**src/design/sprite_consts.svh**
```systemverilog
`ifndef SPRITE_CONSTS_SVH
`define SPRITE_CONSTS_SVH

// Entries in the object table
`define OBJ_COUNT 32

// Sprites are square, this many pixels on each side
`define OBJ_ROWS 16

// Graphics ROM word address width
`define ROM_AW 13

// Visible pixels per line and depth of each line buffer half
`define LINE_W 256

`endif

```
**src/design/sprite_pkg.sv**
```systemverilog
package sprite_pkg;

    // CPU access to object RAM, addr[6] picks the bank
    typedef struct packed {
        logic [6:0] addr;
        logic [7:0] wdata;
        logic       we;
    } cpu_bus_t;

    // Decoded table entry
    typedef struct packed {
        logic [7:0] attr;
        logic [7:0] ypos;
        logic [7:0] xpos;
        logic [7:0] code;
    } obj_entry_t;

    // Request from scanner to drawer
    typedef struct packed {
        logic [7:0] code;
        logic [3:0] row;
        logic [7:0] xpos;
        logic [3:0] pal;
        logic       hflip;
    } draw_req_t;

    typedef logic [3:0] color_t;

    typedef struct packed {
        logic       we;
        logic [7:0] addr;
        color_t     color;
    } buf_wr_t;

    typedef enum logic [1:0] {SCAN_IDLE, SCAN_EVEN, SCAN_ODD, SCAN_WAIT} scan_state_t;
    typedef enum logic [1:0] {DRAW_IDLE, DRAW_FETCH, DRAW_SHIFT} draw_state_t;

endpackage

```
**src/design/obj_palette.sv**
```systemverilog
module obj_palette import sprite_pkg::*; (
    input  logic       clk,
    input  logic       prog_en,
    input  logic [7:0] prog_addr,
    input  logic [3:0] prog_data,
    input  logic [7:0] lookup_addr,
    output color_t     color
);

    // Index is {palette bank, pixel nibble}
    color_t prom [0:255];

    always_ff @(posedge clk) begin
        if (prog_en) begin
            prom[prog_addr] <= prog_data;
        end
        color <= prom[lookup_addr];
    end

endmodule

```
**config.mk**
```make
export PLATFORM = sky130hd
export DESIGN_NAME = obj_palette
export DESIGN_NICKNAME = d
export VERILOG_FILES = /design/src/design/sprite_consts.svh /design/src/design/sprite_pkg.sv /design/src/design/obj_palette.sv
export SDC_FILE = /design/constraint.sdc
export NUM_CORES = 1
export LEC_CHECK = 0
export BUFFER_PORTS_ARGS = -buffer_cell sky130_fd_sc_hd__buf_2
export CORE_MARGIN = 2
export CORE_UTILIZATION = 61
export DETAILED_ROUTE_END_ITERATION = 8
export HOLD_SLACK_MARGIN = 0.1
export PLACE_DENSITY_LB_ADDON = 0.12
export SLEW_MARGIN = 20
export SYNTH_ARGS = -nofsm -noshare
export SYNTH_HDL_FRONTEND = slang
export SYNTH_SLANG_ARGS = --single-unit
export TNS_END_PERCENT = 100
```
**constraint.sdc**
```tcl
create_clock -name clk -period 2.8 [get_ports clk]
set_clock_uncertainty 0.1 [all_clocks]
set_input_delay 0.42 -clock clk [delete_from_list [all_inputs] [get_ports clk]]
set_output_delay 0.42 -clock clk [all_outputs]
set_load 0.005 [all_outputs]
```
* After elaboration in Yosys (flattened, before gate mapping)
Memories as Yosys holds them, arrays and structs flattened. A register that Yosys moved wholly into a read port is not among the register bits.
Cells that the tools add are included.
Widths: inputs -> output; s select.
** Operators by class
- Muxes and demuxes :: 2
** Operator list (number)
- $mux 1 :: 2
** Word-level totals
- RAM bits :: 1024
- Bits of input ports :: 22
- Bits in registers :: 0
- Logic and storage cells :: 3
- Output and inout port bits :: 4
- Memories :: 1
** Memories
- prom :: depth 256, width 4, read ports 1, clocked after memory_dff 1, write ports 1, RTL line obj_palette.sv:11 : color_t prom [0:255];

* Logic depth before layout (Yosys ltp)
- Depth in word-level cells :: 2
- Mapped depth :: 11
- Mapped depth without buffers :: 6

* Worst setup path before layout
Ideal clock, no wire load.
- Path kind :: input to register
- Start point :: input port lookup_addr[0]
- End point :: register color[2], read port of prom
- Buffers on the path :: 5
- Stages on the path :: 10
- Setup slack :: 0.353 ns
- Data required time :: 2.570 ns
- Library setup time :: 0.130 ns
- Data arrival time :: 2.217 ns
- Cells stage by stage :: buf_6 -> buf_6 -> buf_6 -> buf_4 -> buf_4 -> mux4_2 -> a22oi_1 -> nand3_1 -> nand4_1 -> o211ai_1
** RTL lines
- start, declared :: RTL line obj_palette.sv:6 : input logic [7:0] lookup_addr,
- end, declared :: RTL line obj_palette.sv:7 : output color_t color

==> run summary <==
Status = completed
Placer Congestion = 0.828
Synth top area cells = edfxtp_1, mux4_2, nor2_1
R2R Path End = color[2]$_DFF_P_
Synth Cell Area = 40,700 sq um
Clk root buf = clkbuf_16
Min-Delay Endpoint = prom[242][3]$_DFFE_PP_
PwrDens = 698 nW/um^2
WL final = 94,400 microns
H-tree depth = 3
Startpoint type of the worst setup path = flip-flop
Mapped Nets = 2,073
Post-DRT Antenna Nets = 0
CTS-repair resized insts = 0
CP cell instances = mux4_2, mux4_2, nor3b_1, nor4_1, buf_4, o211ai_1
Max Cap Viol = 0
Synth cell types = 42
Period utilisation layout = 0.893
Synthesis Warnings = 0
Fill count = 3,970
R2R Setup Slk = 300 ps
Number of enable flip-flop cells after synthesis = 1,024
Worst vdd ir = 0.000727 V
Vias in the first global route = 21.5k
Hold_sp = prog_data[3]
Core Area = 65,900 sq um
Post-layout instance area = 46,300 sq um
Most used cell along the critical path = mux4_2
Die ar. = 68,800 sq um
Mapped Cells = 2,051
Largest net degree at the start of global routing = 157
Slowest cell on the critical path = mux4_2
Clock latency on the worst-skew pair = 650 ps
Share of flip-flops with an asynchronous set or reset = 0
Setup violators final = 0
Syn avg cell area = 19.8 sq um
Final core occ = 0.702
Arrival time at the worst endpoint = 2900 ps
Peak Freq = 0.400 GHz
Port Buf Inserts = 25
Iteration-0 DRC Markers = 2,307
Worst slew margin = 0.438
Synth-to-layout area growth = 13.7%
Worst Hold Class = in -> reg
Longest Clk Path Bufs = 3
DRC violation count after routing = 0
CTS tree = built
Rows = 94
Clk sink count = 1,028
Register area = 30,800 sq um
Max-slew violation count = 0
Dpl cells = 2,987
Placed Area = 42,900 sq um
Initial antenna violation count = 5
Slew @ Worst Pin = 844 ps
Iteration count of the initial detailed-routing pass = 6
Vias/cell = 6.58
Largest fanout on the critical path = 1
Period minus WS final = 2500 ps
Synth area leader = edfxtp_1
# nets final = 2,246
Worst r2r src = prom[179][2]$_DFFE_PP_
LEAKAGE = 14.6 nW
CP peak stage delay = 530 ps
Final hold vios = 0
Post-synth top area share = 0.756
Vias = 20.8k
RSZ-0062 raised after global routing = false
WP data required = 3200 ps
Die Wd = 262 microns
Number of synthesized register bits = 1,028
Io pins = 26
Post-synthesis sequential area ratio = 0.758
Worst Hold Path Cells = 1
Hpwl dp = 59,200 microns
Clk slew on worst S/H paths = 60 ps
R2R depth = 6
Top_reg_cell synth = edfxtp_1
GRT overflow = 0
First-pass GRT wire length = 140,000 microns
Post-DR wirelength/cell = 29.8 microns
Area of the multi-input gates = 9150 sq um
CTS buffer count = 99
Initial Util = 0.618
CP Class = reg -> reg
Post-CTS Setup Bufs = 0
Layout cells sized above 1 = 0.263
Fin cells = 3,169
Setup crit end kind = flip-flop
Hold_buf cts = 0
Overall Global Routing Usage = 0.278
Die Span Y = 262 microns
==> cell type report <==
cell class,instances,share of cell area
Antenna cell,2,0.000108
Clock buffer,126,0.0592
Sequential cell,1028,0.667
Multi-Input combinational cell,893,0.198
Clock inverter,54,0.0128
Inverter,2,0.000162
Tap cell,864,0.0234
Timing Repair Buffer,200,0.0400
==> sequential cells by signal, summed over array words and instances (netlist names) <==
name / flops
prom: 1024
color: 4
==> cells in the mapped netlist (4+ instances only) <==
cell type,n
a2111oi_0,7
a211oi_1,7
a21oi_1,13
a221oi_1,8
a22oi_1,32
a31oi_1,6
buf_1,10
buf_2,20
buf_4,11
buf_6,19
clkbuf_1,68
dfxtp_1,4
edfxtp_1,1024
mux2_2,6
mux2i_1,65
mux4_2,250
nand2_1,55
nand2b_1,12
nand3_1,39
nand4_1,15
nor2_1,275
nor2b_1,26
nor3_1,7
nor4_1,5
o211ai_1,13
o21ai_0,16
o221ai_1,8
o22ai_1,10
==> stage by stage <==
step	power, mW	TNS (ps)	hold slack [ps]	setup slack [ps]
5_1_grt	33.1	0	153	271
6_report	32.3	0	142	298
4_1_cts	32.4	0	131	333
2_1_floorplan	18.2	0	419	353
3_3_place_gp	18.9	-706	802	-295
3_5_place_dp	18.9	-778	813	-258
==> how the worst max path moves through the flow <==
stage               depth (start not counted)               end  slack, ps                    from
detailed placement                          9  color[1]$_DFF_P_       -260          lookup_addr[0]
CTS                                         6  color[1]$_DFF_P_        330   prom[54][1]$_DFFE_PP_
finish                                      6  color[2]$_DFF_P_        300  prom[179][2]$_DFFE_PP_
floorplan                                  10  color[2]$_DFF_P_        350          lookup_addr[0]
global placement                            9  color[1]$_DFF_P_       -290          lookup_addr[0]
global route                                7  color[1]$_DFF_P_        270   prom[35][1]$_DFFE_PP_
==> routing by layer <==
| layer | GRT usage | share of wire | wire length (microns) |
|---|---|---|---|
| met3 | 0.0726 | 0.10 | 9620 |
| met2 | 0.434 | 0.48 | 45000 |
| met4 | 0.0855 | 0.029 | 2760 |
| met5 | 0 | 0.00069 | 65 |
| met1 | 0.394 | 0.39 | 37000 |
==> critical path, delay by kind of cell, from the launching register on <==
family / cells / cell delay [ps]
AND/OR/NAND/NOR: 2 / 630
flip-flops: 1 / 370
AO/OA/AOI/OAI: 1 / 80
buffers and inverters: 1 / 190
multiplexers: 2 / 980
==> cell families (layout without fill, tap and decap cells) <==
group	count (synthesis)	after routing	share of synthesized area
AND/OR/NAND/NOR	447	447	0.0473
buffers and inverters	130	382	0.0171
flip-flops	1028	1028	0.758
AO/OA/AOI/OAI	125	125	0.0215
other	0	2	0
multiplexers	321	321	0.156
==> placed cells by master (no fill, tap or decap), drive strengths merged, types with 5 or more instances in the layout <==
cell,instances
nor2,275
a221oi,8
clkbuf,126
o221ai,8
a211oi,7
nand3,39
a2111oi,7
clkinv,36
nand2b,12
a21oi,13
nor4,5
nor3,7
nand4,15
buf,200
nor2b,26
a31oi,6
nand2,55
bufinv,13
mux4,250
mux2,6
mux2i,65
o211ai,13
o21ai,16
a22oi,32
edfxtp,1024
o22ai,10
==> power breakdown <==
| part | internal [mW] | switching [mW] |
|---|---|---|
| Sequential | 17.0 | 0.0301 |
| Clock | 8.08 | 5.56 |
| Combinational | 0.646 | 0.988 |
| Total | 25.7 | 6.58 |
(Power assumes the default switching activity.)
