`src/design/sprite_consts.svh`:
```
`ifndef SPRITE_CONSTS_SVH
`define SPRITE_CONSTS_SVH

// Entries in the object table
`define OBJ_COUNT 32

// Sprites are square, this many pixels on each side
`define OBJ_ROWS 16

// Graphics ROM word address width
`define ROM_AW 13

// Visible pixels per line and depth of each line buffer half
`define LINE_W 256

`endif

```
`src/design/sprite_pkg.sv`:
```
package sprite_pkg;

    // CPU access to object RAM, addr[6] picks the bank
    typedef struct packed {
        logic [6:0] addr;
        logic [7:0] wdata;
        logic       we;
    } cpu_bus_t;

    // Decoded table entry
    typedef struct packed {
        logic [7:0] attr;
        logic [7:0] ypos;
        logic [7:0] xpos;
        logic [7:0] code;
    } obj_entry_t;

    // Request from scanner to drawer
    typedef struct packed {
        logic [7:0] code;
        logic [3:0] row;
        logic [7:0] xpos;
        logic [3:0] pal;
        logic       hflip;
    } draw_req_t;

    typedef logic [3:0] color_t;

    typedef struct packed {
        logic       we;
        logic [7:0] addr;
        color_t     color;
    } buf_wr_t;

    typedef enum logic [1:0] {SCAN_IDLE, SCAN_EVEN, SCAN_ODD, SCAN_WAIT} scan_state_t;
    typedef enum logic [1:0] {DRAW_IDLE, DRAW_FETCH, DRAW_SHIFT} draw_state_t;

endpackage

```
`src/design/line_buffer.sv`:
```
`include "sprite_consts.svh"

module line_buffer import sprite_pkg::*; (
    input  logic       clk,
    input  logic       rst,
    input  logic       LHBL,
    input  logic       pxl_cen,
    input  logic [7:0] hdump,
    input  buf_wr_t    wr,
    output color_t     pxl
);

    // Half sel is drawn, the other half is on screen
    color_t mem [0:1][0:`LINE_W-1];
    logic   sel;
    logic   lhbl_l;
    logic   rd_en;

    assign rd_en = pxl_cen && LHBL;

    always_ff @(posedge clk or posedge rst) begin
        if (rst) begin
            lhbl_l <= 1'b0;
            sel    <= 1'b0;
            pxl    <= '0;
        end else begin
            lhbl_l <= LHBL;
            // Swap at the start of blanking
            if (lhbl_l && !LHBL) begin
                sel <= ~sel;
            end
            if (rd_en) begin
                pxl <= mem[~sel][hdump];
            end
        end
    end

    // Reads erase so the half comes back clean for drawing
    always_ff @(posedge clk) begin
        if (wr.we) begin
            mem[sel][wr.addr] <= wr.color;
        end
        if (rd_en) begin
            mem[~sel][hdump] <= 4'd0;
        end
    end

    // Transparent pixels are filtered out by the drawer
    a_no_clear_write: assert property (@(posedge clk) disable iff (rst)
        wr.we |-> wr.color != 4'd0);

endmodule

```
`config.mk`:
```
export PLATFORM = sky130hd
export DESIGN_NAME = line_buffer
export DESIGN_NICKNAME = d
export VERILOG_FILES = /design/src/design/sprite_pkg.sv /design/src/design/line_buffer.sv
export VERILOG_INCLUDE_DIRS = /design/src /design/src/design
export SDC_FILE = /design/constraint.sdc
export NUM_CORES = 2
export LEC_CHECK = 0
export BUFFER_PORTS_ARGS = -buffer_cell sky130_fd_sc_hd__buf_2
export CAP_MARGIN = 20
export CORE_MARGIN = 2
export CORE_UTILIZATION = 50
export CTS_CLUSTER_DIAMETER = 40
export CTS_CLUSTER_SIZE = 20
export DETAILED_ROUTE_END_ITERATION = 16
export PLACE_DENSITY = 0.65
export SLEW_MARGIN = 5
export SYNTH_ARGS = -nofsm -noshare
export SYNTH_HDL_FRONTEND = slang
export SYNTH_SLANG_ARGS = --single-unit
```
`constraint.sdc`:
```
create_clock -name clk -period 5.1 [get_ports clk]
set_clock_uncertainty 0.2 [all_clocks]
set_input_delay 0.765 -clock clk [delete_from_list [all_inputs] [get_ports clk]]
set_output_delay 0.765 -clock clk [all_outputs]
set_load 0.05 [all_outputs]
```
# ---- Yosys cells after proc, flatten, opt, wreduce, memory -nomap -nowiden
# Memory sizes are Yosys's and may differ from the RTL's.
# Index checks and enable logic that the tools add are counted.
dict set report totals {
  register_bits 6
  ramBits 2048
  in_bits 25
  output_inout_bits 4
  wordCells 27
  n_memories 1
}
# name words width rd rd_ports_with_merged_regs wr line
set mem_list {}
lappend mem_list {mem 2 1024 1 0 2 line_buffer.sv:14} ;# color_t mem [0:1][0:`LINE_W-1];
dict set report classes {
  order_cmp 4
  muxes 11
  bitwise 3
  reduce_logical 5
}
# operator count
set ops {}
lappend ops {{1024-bit 2-to-1 mux} 2}
lappend ops {{4-bit demux with 8-bit select} 2}
lappend ops {{4-bit binary-select mux with 8-bit select} 1}
lappend ops {{9-bit greater-or-equal comparator (second input constant)} 2}
lappend ops {{9-bit by 1-bit less-than comparator with 1-bit output (second input constant)} 2}
lappend ops {{8-bit inverter with 9-bit output} 2}
lappend ops {{4-bit 2-to-1 mux} 4}
lappend ops {{1-bit logical AND} 4}
lappend ops {{1-bit 2-to-1 mux} 2}
lappend ops {{1-bit logical NOT} 1}
lappend ops {{1-bit inverter} 1}

# ---- Logic depth before layout (Yosys ltp)
dict set report depth {
  word_depth 6
  mapped_depth 13
  mapped_depth_nobuf 7
}

# ---- Worst setup path before layout
# OpenSTA, ideal clock, no wires.
dict set report synth_timing {
  path_type {input to register}
  from {input hdump[1]}
  to {register pxl[0]}
  setup_time_ns 0.134
  arrival_ns 2.911
  t_required_ns 4.766
  path_slack_ns 1.856
  stages 11
  n_path_buf 5
  cell_sequence {buf_6 buf_4 buf_6 buf_2 buf_2 mux4_2 o221ai_1 a41oi_1 or2_2 o31ai_1 a31oi_1}
}
dict set report synth_via {
  elab_chain_len 4
}
# item line
set synth_rtl {}
lappend synth_rtl {{start: declaration} line_buffer.sv:8} ;# input logic [7:0] hdump,
lappend synth_rtl {{8-bit inverter with 9-bit output} line_buffer.sv:33} ;# pxl <= mem[~sel][hdump];
lappend synth_rtl {{4-bit binary-select mux with 8-bit select} line_buffer.sv:33}
lappend synth_rtl {{4-bit 2-to-1 mux (not written as such) (2 in series)} line_buffer.sv:33}
lappend synth_rtl {{end signal: assignment} line_buffer.sv:33}
lappend synth_rtl {{end: declaration} line_buffer.sv:10} ;# output color_t pxl
# No other way between the ends. The select of a mux whose other input is x is not followed.
# A chain may end at the register's enable or synchronous reset.

# ---- Worst setup path in the final report
dict set report layout_timing {
  from {register sel}
  to {register pxl[0]}
}
dict set report layout_via {
  elab_chain_len 5
}
# item line
set layout_rtl {}
lappend layout_rtl {{start: declaration} line_buffer.sv:15} ;# logic sel;
lappend layout_rtl {{start signal: assignment} line_buffer.sv:30} ;# sel <= ~sel;
lappend layout_rtl {{1-bit inverter} line_buffer.sv:33}
lappend layout_rtl {{memory 2 x 1024 bit} n/a}
lappend layout_rtl {{4-bit binary-select mux with 8-bit select} line_buffer.sv:33}
lappend layout_rtl {{4-bit 2-to-1 mux (not written as such) (2 in series)} line_buffer.sv:33}
# No other way between the ends. The select of a mux whose other input is x is not followed.

==> run_results.csv <==
group,metric,value,unit
timing,drv_slew,0,
clocking,cts-resized-gates,0,
clocking,clockBufferDepth,4,
floorplan,ios,29,
yosys,synth-adder-area-share,0,%
global_route,use_met1,42.1,%
global_route,grt_use_met2,49.7,%
clocking,postCtsSetupBuffers,0,
setup_path,cp.required,5.75,ns
timing,fin_crit_sh,87.6,%
setup_path,crit_path_end_kind,"register",
clocking,insertion_delay,0.95,ns
routing,first_pass_iters,8,
timing,tightest_slew,1.14,ns
timing,hold_viol,0,
place,io_buffer_count,28,
timing,setup_tns,0,ns
setup_path,rr_startpoint,"sel",
clocking,htreeDepth,5,
routing,drcViolationCount,0,
yosys,synth_compound_area_share,13.0,%
setup_path,slowest_stage,"a2111oi_0",
yosys,synth_edf_count,0,
hold_path,hold_end,"pxl[0]",
timing,finalCriticalPeriod,4.47,ns
clocking,tritoncts,"yes",
floorplan,core_area,0.188,mm2
yosys,synth-async-reset-ratio,0.292,%
routing,routed-via-count,75900,
yosys,yosys_warnings,0,
yosys,synth_cells,9266,
global_route,grt_pass1_vias,74800,
final_layout,syn_to_final_growth,14.1,%
floorplan,row_count,159,
timing,slew_headroom,23.1,%
global_route,grtUsageTotal,31.9,%
setup_path,worstPathMaxFanout,32,
global_route,grt_pass1_wl,475,mm
run,cap_violations,0,
clocking,cts_root_buf,"clkbuf_16",
timing,hold_slack,0.115,ns
setup_path,start_kind,"register",
power,cellPowerDensity,415,mW/mm2
timing,setup_slack,0.630,ns
setup_path,reg2regPathDepth,9,
setup_path,arrival,5.12,ns
setup_path,slowest_delay,0.87,ns
yosys,yosysTopAreaCellShare,43.4,%
power,p_leak,52.2,nW
routing,wl_per_cell,27.1,um
yosys,synth_seq_cells,2054,
routing,wl,316,mm
hold_path,hold_class,"primary input to register",
floorplan,die_h,438,um
yosys,yosysSeqAreaShare,43.6,%
final_layout,drive_gt1_share,15.5,%
setup_path,timing.rr.end,"pxl[0]",
global_route,grt_remaining_overflow,0,
yosys,synth_top_family_by_area,"multiplexers",
setup_path,path_cells,"buf_4, nor2_1, buf_4, a2111oi_0, nor4_1, buf_4, nor4_1, a22oi_1, a31oi_1",
global_route,grt.busiest_layer,"met2",
hold_path,min_path_cells,4,
clocking,cts.sinks,2054,
place,gp_congestion,0.904,
yosys,syn_nets,9291,
global_route,grt_use_met3,7.23,%
yosys,yosys.area.top_type,"dfxtp_1",
timing,setup_violations,0,
yosys,synth-xor-area-share,0.00928,%
yosys,synthSimpleGateAreaFrac,6.08,%
timing,rsz0062_at_grt,"no",
routing,viasPerCell,6.50,
floorplan,start_util,50.3,%
timing,max_freq,0.224,GHz
yosys,ys.flop_type,"dfxtp_1",
clocking,hold_buffers,2,
final_layout,utilization,57.4,%
power,ir_drop,418,uV
global_route,antenna_found_initial,4,
global_route,grt_max_degree,121,
place,pre_cts_ws,0.525,ns
routing,final_antenna_net_count,0,
yosys,yosysUniqueCellTypes,62,
setup_path,cpMostUsedCell,"buf_4",
floorplan,die-area,0.192,mm2
place,hpwl,190,mm
status,status,"finished, final reports clean",
yosys,synth_area_leaders,"dfxtp_1, mux2i_1, a21oi_1",
yosys,syn-mean-instance-area,10.2,um2
clocking,cts_made_buffers,309,
floorplan,dieWidth,438,um
yosys,synth_mux_area_share,33.1,%
final_layout,nets,8974,
hold_path,hold_start,"pxl_cen",
yosys,netlist_area,0.0944,mm2
setup_path,r2r_slack,0.63,ns
routing,first_iter_violations,8385,
clocking,path_clk_slew,0.06,ns
setup_path,path_class,"register to register",
## cell usage after synthesis (all sizes together), types with 5 or more instances
cell type and n:
mux2i 2105, nand2b 12, a31oi 11, inv 5
a2111oi 21, clkbuf 633, mux2 114, and2 12
a211oi 18, a211o 9, dfxtp 2048, nand3 143
nor3 70, a21oi 1984, o21ai 28, a32oi 13
nor2 349, or2 7, buf 302, nor2b 31
a41oi 12, dfrtp 6, nor4 16, or3 8
o31a 6, nand2 698, o221ai 81, and3 10
mux4 393, o32ai 10, o22ai 62
## power breakdown
part / internal [W] / total (W) / switching, W
logic: 0.00191 / 0.00538 / 0.00347
registers: 0.0169 / 0.0174 / 0.000508
clock network: 0.0138 / 0.0220 / 0.00816
total: 0.0326 / 0.0447 / 0.0121
## area by class of cell
cell class | count | area, um2
fill | 15600 | 79900
multi-input combinational | 6272 | 49600
inverter | 5 | 23.8
antenna | 5 | 12.5
clock buffer | 370 | 8450
sequential | 2054 | 41200
timing repair buffer | 307 | 3070
tap | 2495 | 3120
clock inverter | 172 | 2230
## how the worst max path moves through the flow
stage | startpoint | end | slack (ns) | cells after the start
3_5_place_dp | hdump[1] | pxl[0] | 0.53 | 10
4_1_cts | sel | pxl[0] | 0.71 | 9
6_report | sel | pxl[0] | 0.63 | 9
2_1_floorplan | hdump[1] | pxl[0] | 1.86 | 11
5_1_grt | sel | pxl[0] | 0.60 | 9
3_3_place_gp | hdump[0] | pxl[2] | 0.27 | 10
## through the flow
stage / total power [W] / std cells / cell area [um2]
after floorplan: 0.0210 / 9266 / 94400
after global placement: 0.0228 / 11100 / 96900
after detailed placement: 0.0229 / 11100 / 97000
after CTS: 0.0447 / 11700 / 108000
after global routing: 0.0459 / 11700 / 108000
final: 0.0447 / 11700 / 108000
## kinds of logic after synthesis
group,Yosys count
AOI/OAI and AO/OA,2289
xor gates and xnor gates,1
buffers and inverters,940
DFF,2054
muxes,2612
and+or+nand+nor,1370
## layer usage
| metal | up-vias | part of all wire (%) |
|---|---|---|
| li1 | 33300 | - |
| met4 | 2 | 4.9 |
| met3 | 841 | 9.7 |
| met2 | 3918 | 45 |
| met5 | - | 0.0041 |
| met1 | 37800 | 40 |
## placed cells by master (no fill, tap or decap), types with 81 or more instances in the layout
cell type     n
buf_4       211
mux4_2      393
nand3_1     143
a21oi_1    1984
dfxtp_1    2048
o221ai_1     81
nor2_1      325
nand2_1     695
clkbuf_16   319
mux2_2      114
mux2i_1    2105
## critical path: cells and delay by family (launching register included)
kind / cells / cell delay [ns]
simple gates: 3 / 1.14
compound gates: 3 / 1.27
flops: 1 / 0.84
buf+inv: 3 / 0.89
## registers in the layout (all words and copies together), names as in the netlist
register  flops
lhbl_l        1
mem        2048
pxl           4
sel           1
(Power assumes the default switching activity.)
