===== config.mk =====
export PLATFORM = sky130hd
export DESIGN_NAME = obj_draw
export DESIGN_NICKNAME = d
export VERILOG_FILES = /design/src/design/sprite_pkg.sv /design/src/design/obj_draw.sv
export VERILOG_INCLUDE_DIRS = /design/src /design/src/design
export SDC_FILE = /design/constraint.sdc
export NUM_CORES = 1
export LEC_CHECK = 0
export CORE_ASPECT_RATIO = 0.9
export CORE_MARGIN = 8
export CORE_UTILIZATION = 25
export DETAILED_ROUTE_END_ITERATION = 8
export DONT_BUFFER_PORTS = 1
export PLACE_DENSITY = 0.48
export SYNTH_ARGS = -nofsm -noshare
export SYNTH_HDL_FRONTEND = slang
export SYNTH_SLANG_ARGS = --single-unit
export TNS_END_PERCENT = 1

===== constraint.sdc =====
create_clock -name clk -period 6.3 [get_ports clk]
set_input_delay 1.575 -clock clk [delete_from_list [all_inputs] [get_ports clk]]
set_output_delay 1.575 -clock clk [all_outputs]
set_load 0.01 [all_outputs]

===== src/design/sprite_consts.svh =====
`ifndef SPRITE_CONSTS_SVH
`define SPRITE_CONSTS_SVH

// Entries in the object table
`define OBJ_COUNT 32

// Sprites are square, this many pixels on each side
`define OBJ_ROWS 16

// Graphics ROM word address width
`define ROM_AW 13

// Visible pixels per line and depth of each line buffer half
`define LINE_W 256

`endif


===== src/design/sprite_pkg.sv =====
package sprite_pkg;

    // CPU access to object RAM, addr[6] picks the bank
    typedef struct packed {
        logic [6:0] addr;
        logic [7:0] wdata;
        logic       we;
    } cpu_bus_t;

    // Decoded table entry
    typedef struct packed {
        logic [7:0] attr;
        logic [7:0] ypos;
        logic [7:0] xpos;
        logic [7:0] code;
    } obj_entry_t;

    // Request from scanner to drawer
    typedef struct packed {
        logic [7:0] code;
        logic [3:0] row;
        logic [7:0] xpos;
        logic [3:0] pal;
        logic       hflip;
    } draw_req_t;

    typedef logic [3:0] color_t;

    typedef struct packed {
        logic       we;
        logic [7:0] addr;
        color_t     color;
    } buf_wr_t;

    typedef enum logic [1:0] {SCAN_IDLE, SCAN_EVEN, SCAN_ODD, SCAN_WAIT} scan_state_t;
    typedef enum logic [1:0] {DRAW_IDLE, DRAW_FETCH, DRAW_SHIFT} draw_state_t;

endpackage


===== src/design/obj_draw.sv =====
`include "sprite_consts.svh"

module obj_draw import sprite_pkg::*; (
    input  logic               clk,
    input  logic               rst,
    input  logic               dr_start,
    input  draw_req_t          req,
    output logic               dr_busy,
    output logic               rom_cs,
    output logic [`ROM_AW-1:0] rom_addr,
    input  logic [31:0]        rom_data,
    input  logic               rom_ok,
    output logic [7:0]         lookup_addr,
    input  color_t             color,
    output buf_wr_t            wr
);

    draw_state_t state;
    draw_req_t   cur;
    logic [31:0] pix;
    logic [2:0]  cnt;
    logic [7:0]  x;
    logic [7:0]  x_d;
    logic        pend;
    logic        accept;
    logic        last_half;

    assign accept      = state == DRAW_IDLE && !dr_busy && dr_start;
    // First half fetched is the one equal to hflip
    assign last_half   = rom_addr[0] != cur.hflip;
    assign lookup_addr = {cur.pal, pix[3:0]};

    // Palette output lines up with the delayed x
    assign wr = '{we: pend && color != 4'd0, addr: x_d, color: color};

    always_ff @(posedge clk or posedge rst) begin
        if (rst) begin
            state   <= DRAW_IDLE;
            dr_busy <= 1'b0;
            rom_cs  <= 1'b0;
            cnt     <= '0;
            pend    <= 1'b0;
        end else begin
            pend <= state == DRAW_SHIFT;
            case (state)
                DRAW_IDLE: begin
                    if (dr_busy) begin
                        // Last pixel write happens in this cycle
                        dr_busy <= 1'b0;
                    end else if (dr_start) begin
                        dr_busy <= 1'b1;
                        rom_cs  <= 1'b1;
                        state   <= DRAW_FETCH;
                    end
                end
                DRAW_FETCH: begin
                    if (rom_ok) begin
                        rom_cs <= 1'b0;
                        cnt    <= '0;
                        state  <= DRAW_SHIFT;
                    end
                end
                DRAW_SHIFT: begin
                    cnt <= cnt + 3'd1;
                    if (cnt == 3'd7) begin
                        if (last_half) begin
                            state <= DRAW_IDLE;
                        end else begin
                            rom_cs <= 1'b1;
                            state  <= DRAW_FETCH;
                        end
                    end
                end
                default: state <= DRAW_IDLE;
            endcase
        end
    end

    always_ff @(posedge clk) begin
        x_d <= x;
        if (accept) begin
            cur      <= req;
            rom_addr <= {req.code, req.row, req.hflip};
        end
        if (state == DRAW_SHIFT && cnt == 3'd7 && !last_half) begin
            rom_addr[0] <= ~rom_addr[0];
        end
        if (state == DRAW_FETCH && rom_ok) begin
            pix <= rom_data;
            // Start column of this half, counting down when mirrored
            if (cur.hflip) begin
                x <= cur.xpos + {~rom_addr[0], 3'b111};
            end else begin
                x <= cur.xpos + {rom_addr[0], 3'b000};
            end
        end else if (state == DRAW_SHIFT) begin
            pix <= pix >> 4;
            x   <= cur.hflip ? x - 8'd1 : x + 8'd1;
        end
    end

    // ROM sees a steady request until rom_ok
    a_rom_hold: assert property (@(posedge clk) disable iff (rst)
        rom_cs && !rom_ok |=> rom_cs && $stable(rom_addr));

endmodule


# After elaboration in Yosys (flattened, before gate mapping)
# Cells that the tools add are included.
# word_totals
ff_bits,82
inputBits,65
out_inout_bits,36
word_cells,69
# op_classes
n_addsub,5
eq_ne,9
muxes,24
bitwise_logic,1
reduce_logical,17
# op_table
op,n
32-bit two-way mux,2
8-bit two-way mux,4
8-bit by 4-bit adder with 8-bit output,2
1-bit two-way mux,10
"2-bit != test, second input constant",5
"8-bit by 1-bit adder with 8-bit output, second input constant",1
2-bit two-way mux,4
"8-bit by 1-bit subtractor with 8-bit output, second input constant",1
1-bit logical AND,6
2-bit one-hot mux with 3 select lines,1
3-bit one-hot mux with 2 select lines,1
6-bit AND reduction,1
2-bit nonzero test,3
4-bit AND reduction,1
4-bit nonzero test,1
"3-bit by 1-bit adder with 3-bit output, second input constant",1
"3-bit equality test, second input constant",1
3-bit two-way mux,1
1-bit one-hot mux with 3 select lines,1
3-bit nonzero test,1
"2-bit by 1-bit equality test with 1-bit output, second input constant",1
"2-bit equality test, second input constant",1
1-bit logical NOT,2
2-bit logical NOT,1
3 further kinds,3

# Depth between registers and ports, before layout
# Gate-level depths: netlist of the first run.
# logic_depth
ltp_word,5
depth_mapped,8
depth_no_buf,7

# Worst setup path before layout of the first run
# No wires, ideal clock.
# synth_path
kind,input port to flip-flop
from,input port dr_start
to,"register rom_addr[0], enable pin"
setup_time_ns,0.305
arrival_ns,4.644
t_required_ns,5.995
slack_ns,1.351
cell_stages,3
n_path_buf,0
path_cell_list,nor4b_1 -> a31oi_1 -> inv_1
# synth_between
elab_chain_len,2
# synth_rtl
item,line,rtl
from (decl),obj_draw.sv:6,"input logic dr_start,"
1-bit logical AND,obj_draw.sv:28,assign accept = state == DRAW_IDLE && !dr_busy && dr_start;
2-bit nonzero test (no line),-,
to (signal assigned),obj_draw.sv:83,"rom_addr <= {req.code, req.row, req.hflip};"
to (signal assigned),obj_draw.sv:86,rom_addr[0] <= ~rom_addr[0];
to (decl),obj_draw.sv:10,"output logic [`ROM_AW-1:0] rom_addr,"
# Every way passes these cells.
# A chain may end at the register's enable or synchronous reset.

# Final worst setup path of the first run
# layout_path
from,input port color[1]
to,output port wr[12] in the netlist's numbering
# layout_between
elab_chain_len,2
# layout_rtl
item,line,rtl
from (decl),obj_draw.sv:14,"input color_t color,"
4-bit nonzero test,obj_draw.sv:34,"assign wr = '{we: pend && color != 4'd0, addr: x_d, color: color};"
1-bit logical AND,obj_draw.sv:34,
to (decl),obj_draw.sv:15,output buf_wr_t wr
# Every way passes these cells.

==> reports/metrics.cfg, run 1 <==
[run_status]
status=complete, no violations

[power]
power_frac_seq=0.490
p_clk_frac=0.260
internal-power_mw=1.44
totalPowerFinal_mw=2.10
peakVddDrop_mv=0.339
p_leak_nw=1.55
p_comb_frac=0.250
p_switching_mw=0.668
p_sw_frac=0.317
power.density_cell_area_nw_per_um2=524

[sta]
fmax_mhz=278
fin_hold_ws_ns=0.387
report.final.slew_viol_count=0
rsz0062_at_grt=false
finClkSkew_ns=0.00569
relSlewSlack=0.330
tns_ns=0
finalSetupViolCount=0
hold_viol_final=0
fin_crit_ns=3.60
period_share=0.572
tightest_slew_ns=1.00

[worst_setup_path]
crit_arrival_ns=2.03
crit_buf_inv=0
startpoint_type=input port
crit_path_cell_trace=o41a_1
slowest_delay_ns=0.45
critPathKind=in2out
crit_path_end_kind=output port
cp_top_family=compound AO/OA/AOI/OAI gates
slowest_stage=o41a_1
critical_path.max_fanout=2
critPathRequiredTime_ns=4.72

[finish]
fillers=1449
fin_cells=496
antenna_cells=0
drive_gt1_frac=0.0792
layout.nets=376
area_growth_pct=12.0

[drt]
vias_per_cell=4.22
drt_wl_total_um=7440
routedWlPerCell_um=15.0
antenna_left=0
drt_pre_antenna_iters=6
drc=0
drt_iter0_drc=125
dr_total_vias=2095

[global_routing]
grt_first_pass_wirelength_um=11300
grt_pass1_vias=2112
grt_use_total=0.0825
grt-ovfl-total=0
grt_antenna_before_repair=2
grt_max_degree=41

[placed_design]
dp.cells=480
io_buffers=0
place.gp.congestion=0.713
dpl.hpwl_um=5250

[floorplanning]
io_pins=101
coreArea_um2=14000
fp.dieH_um=130
dieArea_um2=18500
start_util=0.256
rows=41
die_x_um=142

[synthesis]
ys.flop_type=edfxtp_1
ys_top_cells_by_area=edfxtp_1, nand2_1, dfrtp_1
synth_nets=384
synth_warnings=0
synth_top_cell_area_share=0.552
synth.avg_cell_area_um2=11.7
synth_area_um2=3590
async_flop_share=0.0976
seq_area_frac_synth=0.652
synthCells=306
synth_cell_types=36
yosys.area.top_type=edfxtp_1
synth-edff-count=66
synth-seq-cells=82

[clock_network]
cts_tree=done
ctsResizeCount=0
numCtsBuffers=9
cts_max_level=3
clk_latency_ns=0.34
hold_buffers=0
postCtsSetupBuffers=0
clk_pin_slew_worst_paths_ns=0.06
cts_buffer_depth=2
cts_sinks=82
cts_root_buffer=clkbuf_16

[hold_path]
worstHoldPathType=reg2reg

[job]
drv_cap=0

[worst paths after layout]
path / from / to / slack [ns] / depth (start not counted)
worst max register to register: cur[0] / x[6] / 3.81 / 7
min in group asynchronous: rst / pend / 1.07 / 1
worst min register to register: x[5] / x_d[5] / 0.39 / 0
max in group asynchronous: rst / cnt[1] / 5.00 / 1
worst min-delay path: x[5] / x_d[5] / 0.39 / 0
worst max-delay path: color[1] / wr[12] / 2.70 / 1
[layout make-up]
type | count | area, um^2 | area share
Sequential cell | 82 | 2340 | 0.583
Multi-Input combinational cell | 192 | 1070 | 0.265
Tap cell | 193 | 241 | 0.0601
Clock buffer | 10 | 229 | 0.0570
Clock inverter | 6 | 81.3 | 0.0202
Inverter | 10 | 37.5 | 0.00934
Timing Repair Buffer | 3 | 22.5 | 0.00560
[placed cells by master (no fill, tap or decap), drive strengths merged]
cell type  synthesis  routed
nand2             97      97
edfxtp            66      66
a21oi             14      14
ha                12      12
o21ai             11      11
inv               10      10
clkbuf             0      10
nand3              8       8
dfrtp              8       8
dfxtp              8       8
nand2b             7       7
nor2               7       7
xnor2              6       6
xor2               6       6
and2               4       4
o211ai             4       4
a31oi              3       3
buf               22       3
clkinv             0       3
nor3               2       2
bufinv             0       2
nor4b              1       1
or2                1       1
or4                1       1
a211oi             1       1
a21o               1       1
nor2b              1       1
nand4              1       1
and3b              1       1
mux2i              1       1
o41a               1       1
fa                 1       1
clkinvlp           0       1
[worst reg2reg max path, cell delays in order (launching register included)]
cell,delay [ns]
edfxtp_1,0.85
inv_1,0.21
fa_1,0.50
nand2b_1,0.18
a21oi_1,0.22
o211ai_1,0.11
nand3_1,0.09
o21ai_1,0.07
[Yosys cell counts, types with 3 or more instances]
cell and number:
inv_1 9, buf_2 7, o21ai_1 3, edfxtp_1 66, buf_4 13, nand3_1 8, nor2_1 7, nand2b_1 6
and2_1 4, o211ai_1 3, nand2_1 97, a21oi_1 13, o21ai_0 8, dfrtp_1 8, ha_1 12, dfxtp_1 8
a31oi_1 3, xor2_1 6, xnor2_1 6
[registers in the layout, summed over array words and instances, names as in the netlist]
signal,count
pend,1
rom_addr,13
state,2
x,8
cur,9
lookup_addr,4
pix,32
rom_cs,1
dr_busy,1
x_d,8
cnt,3
[metrics by stage]
step	setup slack [ns]	instance area, um^2	utilization
3_5_place_dp	2.70	3710	0.265
5_1_grt	2.70	4020	0.287
4_1_cts	2.70	4020	0.287
6_report	2.70	4020	0.287
2_1_floorplan	1.35	3590	-
3_3_place_gp	2.69	3710	0.265
[logic make-up after synthesis]
family,synth area share
adders and majority gates,0.0474
buffers and inverters,0.0537
DFF,0.652
AOI/OAI and AO/OA,0.0582
and+or+nand+nor,0.156
muxes,0.00279
xor gates and xnor gates,0.0293
[power by group through the flow]
stage / clock network (mW) / registers [mW] / logic (mW)
after CTS: 0.568 / 1.04 / 0.536
after floorplan: 0 / 0.992 / 0.469
after global placement: 0 / 1.04 / 0.524
after detailed placement: 0 / 1.05 / 0.531
after global routing: 0.585 / 1.06 / 0.614
final: 0.547 / 1.03 / 0.526
[per-layer routing]
| layer | share of wire | routed length (um) | track usage |
|---|---|---|---|
| met3 | 0.067 | 496 | 0.0379 |
| met4 | 0.024 | 181 | 0.0512 |
| met5 | 0.0042 | 31 | 0 |
| met1 | 0.43 | 3210 | 0.0952 |
| met2 | 0.47 | 3520 | 0.123 |
No activity file was read; power rests on OpenSTA's default activity.
==> inputs of run 2 (changes only) <==
--- a/config.mk
+++ b/config.mk
@@ -11,7 +11,7 @@
 export CORE_UTILIZATION = 25
 export DETAILED_ROUTE_END_ITERATION = 8
 export DONT_BUFFER_PORTS = 1
-export PLACE_DENSITY = 0.48
+export PLACE_DENSITY = 0.5
 export SYNTH_ARGS = -nofsm -noshare
 export SYNTH_HDL_FRONTEND = slang
 export SYNTH_SLANG_ARGS = --single-unit
==> constraint.sdc (replaced) <==
create_clock -name clk -period 3.1 [get_ports clk]
set_input_delay 0.775 -clock clk [delete_from_list [all_inputs] [get_ports clk]]
set_output_delay 0.775 -clock clk [all_outputs]
set_load 0.01 [all_outputs]
==> reports/metrics.cfg, run 2 (same netlist as run 1, synthesis figures left out) <==
[drt]
antenna_left=0
dr_wl_met3_um=813
dr_total_vias=2112
routedWlPerCell_um=15.9
wl_met2_um=3740
vias_per_cell=4.23
drc=0
drt_iter0_drc=151
drt_pre_antenna_iters=4
drt_wl_total_um=7910
wl_met1_um=3230
topRoutingLayerUsed=met5

[sta]
fin_crit_ns=2.26
relSlewSlack=0.598
tightest_slew_ns=0.603
tns_ns=0
rsz0062_at_grt=false
hold_viol_final=0
fmax_mhz=442
finalSetupViolCount=0
fin_hold_ws_ns=0.267
finClkSkew_ns=0.00797
period_share=0.730
report.final.slew_viol_count=0

[finish]
final_cell_mix=nand2_1, edfxtp_1, a21oi_1
largest_reg_flops=32
area_growth_pct=13.1
drive_gt1_frac=0.0915
antenna_cells=0
top_register=pix
finish.utilization=0.290
layout.nets=379
multiInputGateArea_um2=1070
fillers=1425
reg.largest.list=pix x32, rom_addr x13, cur x9
ff_latch_area_um2=2340
final_common_cell=nand2_1

[floorplanning]
fp.dieH_um=130
rows=41
die_x_um=142
start_util=0.256
coreArea_um2=14000
io_pins=101
dieArea_um2=18500

[job]
drv_cap=0

[placed_design]
dpl.hpwl_um=5530
io_buffers=0
place.gp.congestion=0.720

[run_status]
status=complete, no violations

[clock_network]
numCtsBuffers=9
clk_pin_slew_worst_paths_ns=0.07
hold_buffers=0
clk_latency_ns=0.34
postCtsSetupBuffers=0
cts_buffer_depth=2
cts_root_buffer=clkbuf_16
ctsResizeCount=0
cts_sinks=82
cts_max_level=3
cts_tree=done

[global_routing]
grt_pass1_vias=2333
grt-ovfl-total=0
grt_first_pass_wirelength_um=12500
grt_antenna_before_repair=2
grt_max_degree=41
grt_use_total=0.0915

[power]
peakVddDrop_mv=0.388
totalPowerFinal_mw=4.37
p_leak_nw=1.58
power.density_cell_area_nw_per_um2=1080

[hold_path]
worstHoldPathType=in2async

[worst_setup_path]
critPathRequiredTime_ns=3.18
crit_path_end_kind=flip-flop
slowest_stage=edfxtp_1
startpoint_type=flip-flop
crit_path_cell_trace=inv_1, fa_1, nand2b_1, a21oi_1, o211ai_1, nand3_1, o21ai_1
slowest_delay_ns=0.66
crit_arrival_ns=2.34
critical_path.max_fanout=13
critPathKind=reg2reg

## run 2: cell count changes in the layout (fill, tap and decap cells not counted)
| cell | previous run | this run |
|---|---|---|
| clkbuf_8 | 0 | 1 |
| buf_4 | 3 | 6 |
| nor4b_2 | 1 | 0 |
| nor4b_4 | 0 | 1 |
| clkinv_1 | 1 | 0 |
## run 2: per-layer routing
layer	track usage	vias up
li1	-	1025
met1	0.0932	1018
met2	0.149	54
met3	0.0625	11
met4	0.0300	4
met5	0	-
## run 2: worst paths after layout
path	start	end	slack, ns	cells past startpoint
max in group asynchronous	rst	cnt[0]	2.59	1
hold reg to reg	x[6]	x_d[6]	0.39	0
min in group clk	x[6]	x_d[6]	0.39	0
setup / recovery	cur[0]	x[6]	0.84	7
hold / removal	rst	state[0]	0.27	1
setup reg to reg	cur[0]	x[6]	0.84	7
## run 2: critical path, delay by kind of cell (launching register included)
kind | cells | cell delay, ns
adders and majority gates | 1 | 0.49
AOI/OAI and AO/OA | 3 | 0.41
buffers and inverters | 1 | 0.18
DFF | 1 | 0.66
and+or+nand+nor | 2 | 0.27
## run 2: layout make-up
type                            count  area share
Tap cell                          193      0.0595
Clock inverter                      5      0.0191
Clock buffer                       11      0.0598
Timing Repair Buffer                6      0.0111
Sequential cell                    82       0.577
Inverter                           10     0.00924
Multi-Input combinational cell    192       0.265
## run 2: where the power goes
| part | switching (mW) | total, mW | internal [mW] |
|---|---|---|---|
| Clock | 0.433 | 1.16 | 0.725 |
| Combinational | 0.689 | 1.12 | 0.429 |
| Sequential | 0.284 | 2.09 | 1.81 |
| Total | 1.41 | 4.37 | 2.96 |
## run 2: through the flow
| stage | setup slack, ns | std cells | cell area (um^2) |
|---|---|---|---|
| 4_1_cts | 0.843 | 499 | 4060 |
| 3_3_place_gp | 0.946 | 483 | 3740 |
| 3_5_place_dp | 0.860 | 483 | 3740 |
| 5_1_grt | 0.653 | 499 | 4060 |
| 6_report | 0.836 | 499 | 4060 |
| 2_1_floorplan | 0.235 | 306 | 3600 |
==> inputs of run 3 (changes only) <==
==> constraint.sdc (replaced) <==
create_clock -name clk -period 1.9 [get_ports clk]
set_input_delay 0.475 -clock clk [delete_from_list [all_inputs] [get_ports clk]]
set_output_delay 0.475 -clock clk [all_outputs]
set_load 0.01 [all_outputs]
==> reports/metrics.cfg, run 3 (same netlist as run 1, synthesis figures left out) <==
[sta]
report.final.slew_viol_count=0
fin_hold_ws_ns=0.220
finClkSkew_ns=0.00868
relSlewSlack=0.740
hold_viol_final=0
period_share=0.972
tightest_slew_ns=0.390
tns_ns=0
worst_slack_ns=0.0524
fin_crit_ns=1.85
rsz0062_at_grt=true
finalSetupViolCount=0
fmax_mhz=541

[hold_path]
worstHoldPathType=in2reg

[worst_setup_path]
critPathRequiredTime_ns=1.98
startpoint_type=flip-flop
critPathKind=reg2reg
crit_arrival_ns=1.93
crit_path_end_kind=flip-flop
critical_path.max_fanout=5

[placed_design]
pre_cts_slack_ns=-0.0852
dpl.hpwl_um=5740
io_buffers=0
place.gp.congestion=0.751

[power]
power.density_cell_area_nw_per_um2=1770
peakVddDrop_mv=0.560
p_leak_nw=1.66

[global_routing]
grt_pass1_vias=2277
grt-ovfl-total=0
grt_use_total=0.0879
grt_first_pass_wirelength_um=12000
grt_max_degree=41
grt_antenna_before_repair=2

[drt]
vias_per_cell=4.18
drt_pre_antenna_iters=4
routedWlPerCell_um=15.3
drc=0
drt_wl_total_um=7860
dr_total_vias=2147
drt_iter0_drc=118
antenna_left=0

[clock_network]
clk_pin_slew_worst_paths_ns=0.06
cts_buffer_depth=2
cts_max_level=3
cts_sinks=82
numCtsBuffers=9
cts_tree=done
clk_latency_ns=0.34
cts_root_buffer=clkbuf_16

[finish]
area_growth_pct=19.4
final_common_cell=nand2_1
drive_gt1_frac=0.153
largest_reg_flops=32
layout.nets=394
antenna_cells=0
top_register=pix
finish.utilization=0.306
final_cell_mix=nand2_1, edfxtp_1, buf_4
reg.largest.list=pix x32, rom_addr x13, cur x9

[floorplanning]
start_util=0.256
fp.dieH_um=130
coreArea_um2=14000
die_x_um=142
io_pins=101
dieArea_um2=18500
rows=41

[job]
drv_cap=0

[run_status]
status=complete, no violations

## run 3: repair_timing
action	in CTS	in global routing
endpoints found under the hold margin	8	0
resized for setup	3	10
setup endpoints to repair	4	4
pin swaps	0	4
hold buffers	1	0
buffers inserted	2	0
## run 3: power breakdown
part / switching [mW] / internal (mW) / leakage [nW]
combinational: 1.23 / 0.981 / 0.718
sequential: 0.443 / 2.95 / 0.789
clock: 0.677 / 1.29 / 0.158
## run 3: routing by layer
layer,vias to the layer above,global-route usage,routed length [um]
met5,-,0,22
met2,68,0.139,3770
met1,1004,0.0936,3170
met3,13,0.0500,764
li1,1058,-,-
met4,4,0.0424,136
## run 3: layout make-up
cell class	instances	area, um^2
repair buffers	21	184
flip-flops and latches	82	2340
fillers	1431	9720
clock buffers	13	240
clock inverters	3	90.1
well taps	193	241
multi-input cells	192	1150
inverters	10	37.5
## run 3: worst max-delay path: stages, from the launching register on
cell	delay, ns
edfxtp_1	0.41
buf_6	0.15
ha_1	0.35
or4_1	0.54
nand3_1	0.09
o21ai_1	0.06
## run 3: per-stage QoR
stage               cell area, um^2  power [mW]  cells
floorplan                      3610        4.85    306
global placement               3850        5.44    495
detailed placement             3850        5.49    495
CTS                            4220        7.56    514
global route                   4290        8.11    514
finish                         4290        7.57    514
## run 3: path summary, 6_finish.rpt
check | start | endpoint | slack [ns] | cells past startpoint
hold / removal | rom_ok | state[0] | 0.22 | 1
max in group asynchronous | rst | state[1] | 1.13 | 2
setup / recovery | cur[0] | x[6] | 0.05 | 5
hold reg to reg | x[7] | x_d[7] | 0.39 | 0
min in group asynchronous | rst | pend | 0.53 | 2
setup reg to reg | cur[0] | x[6] | 0.05 | 5
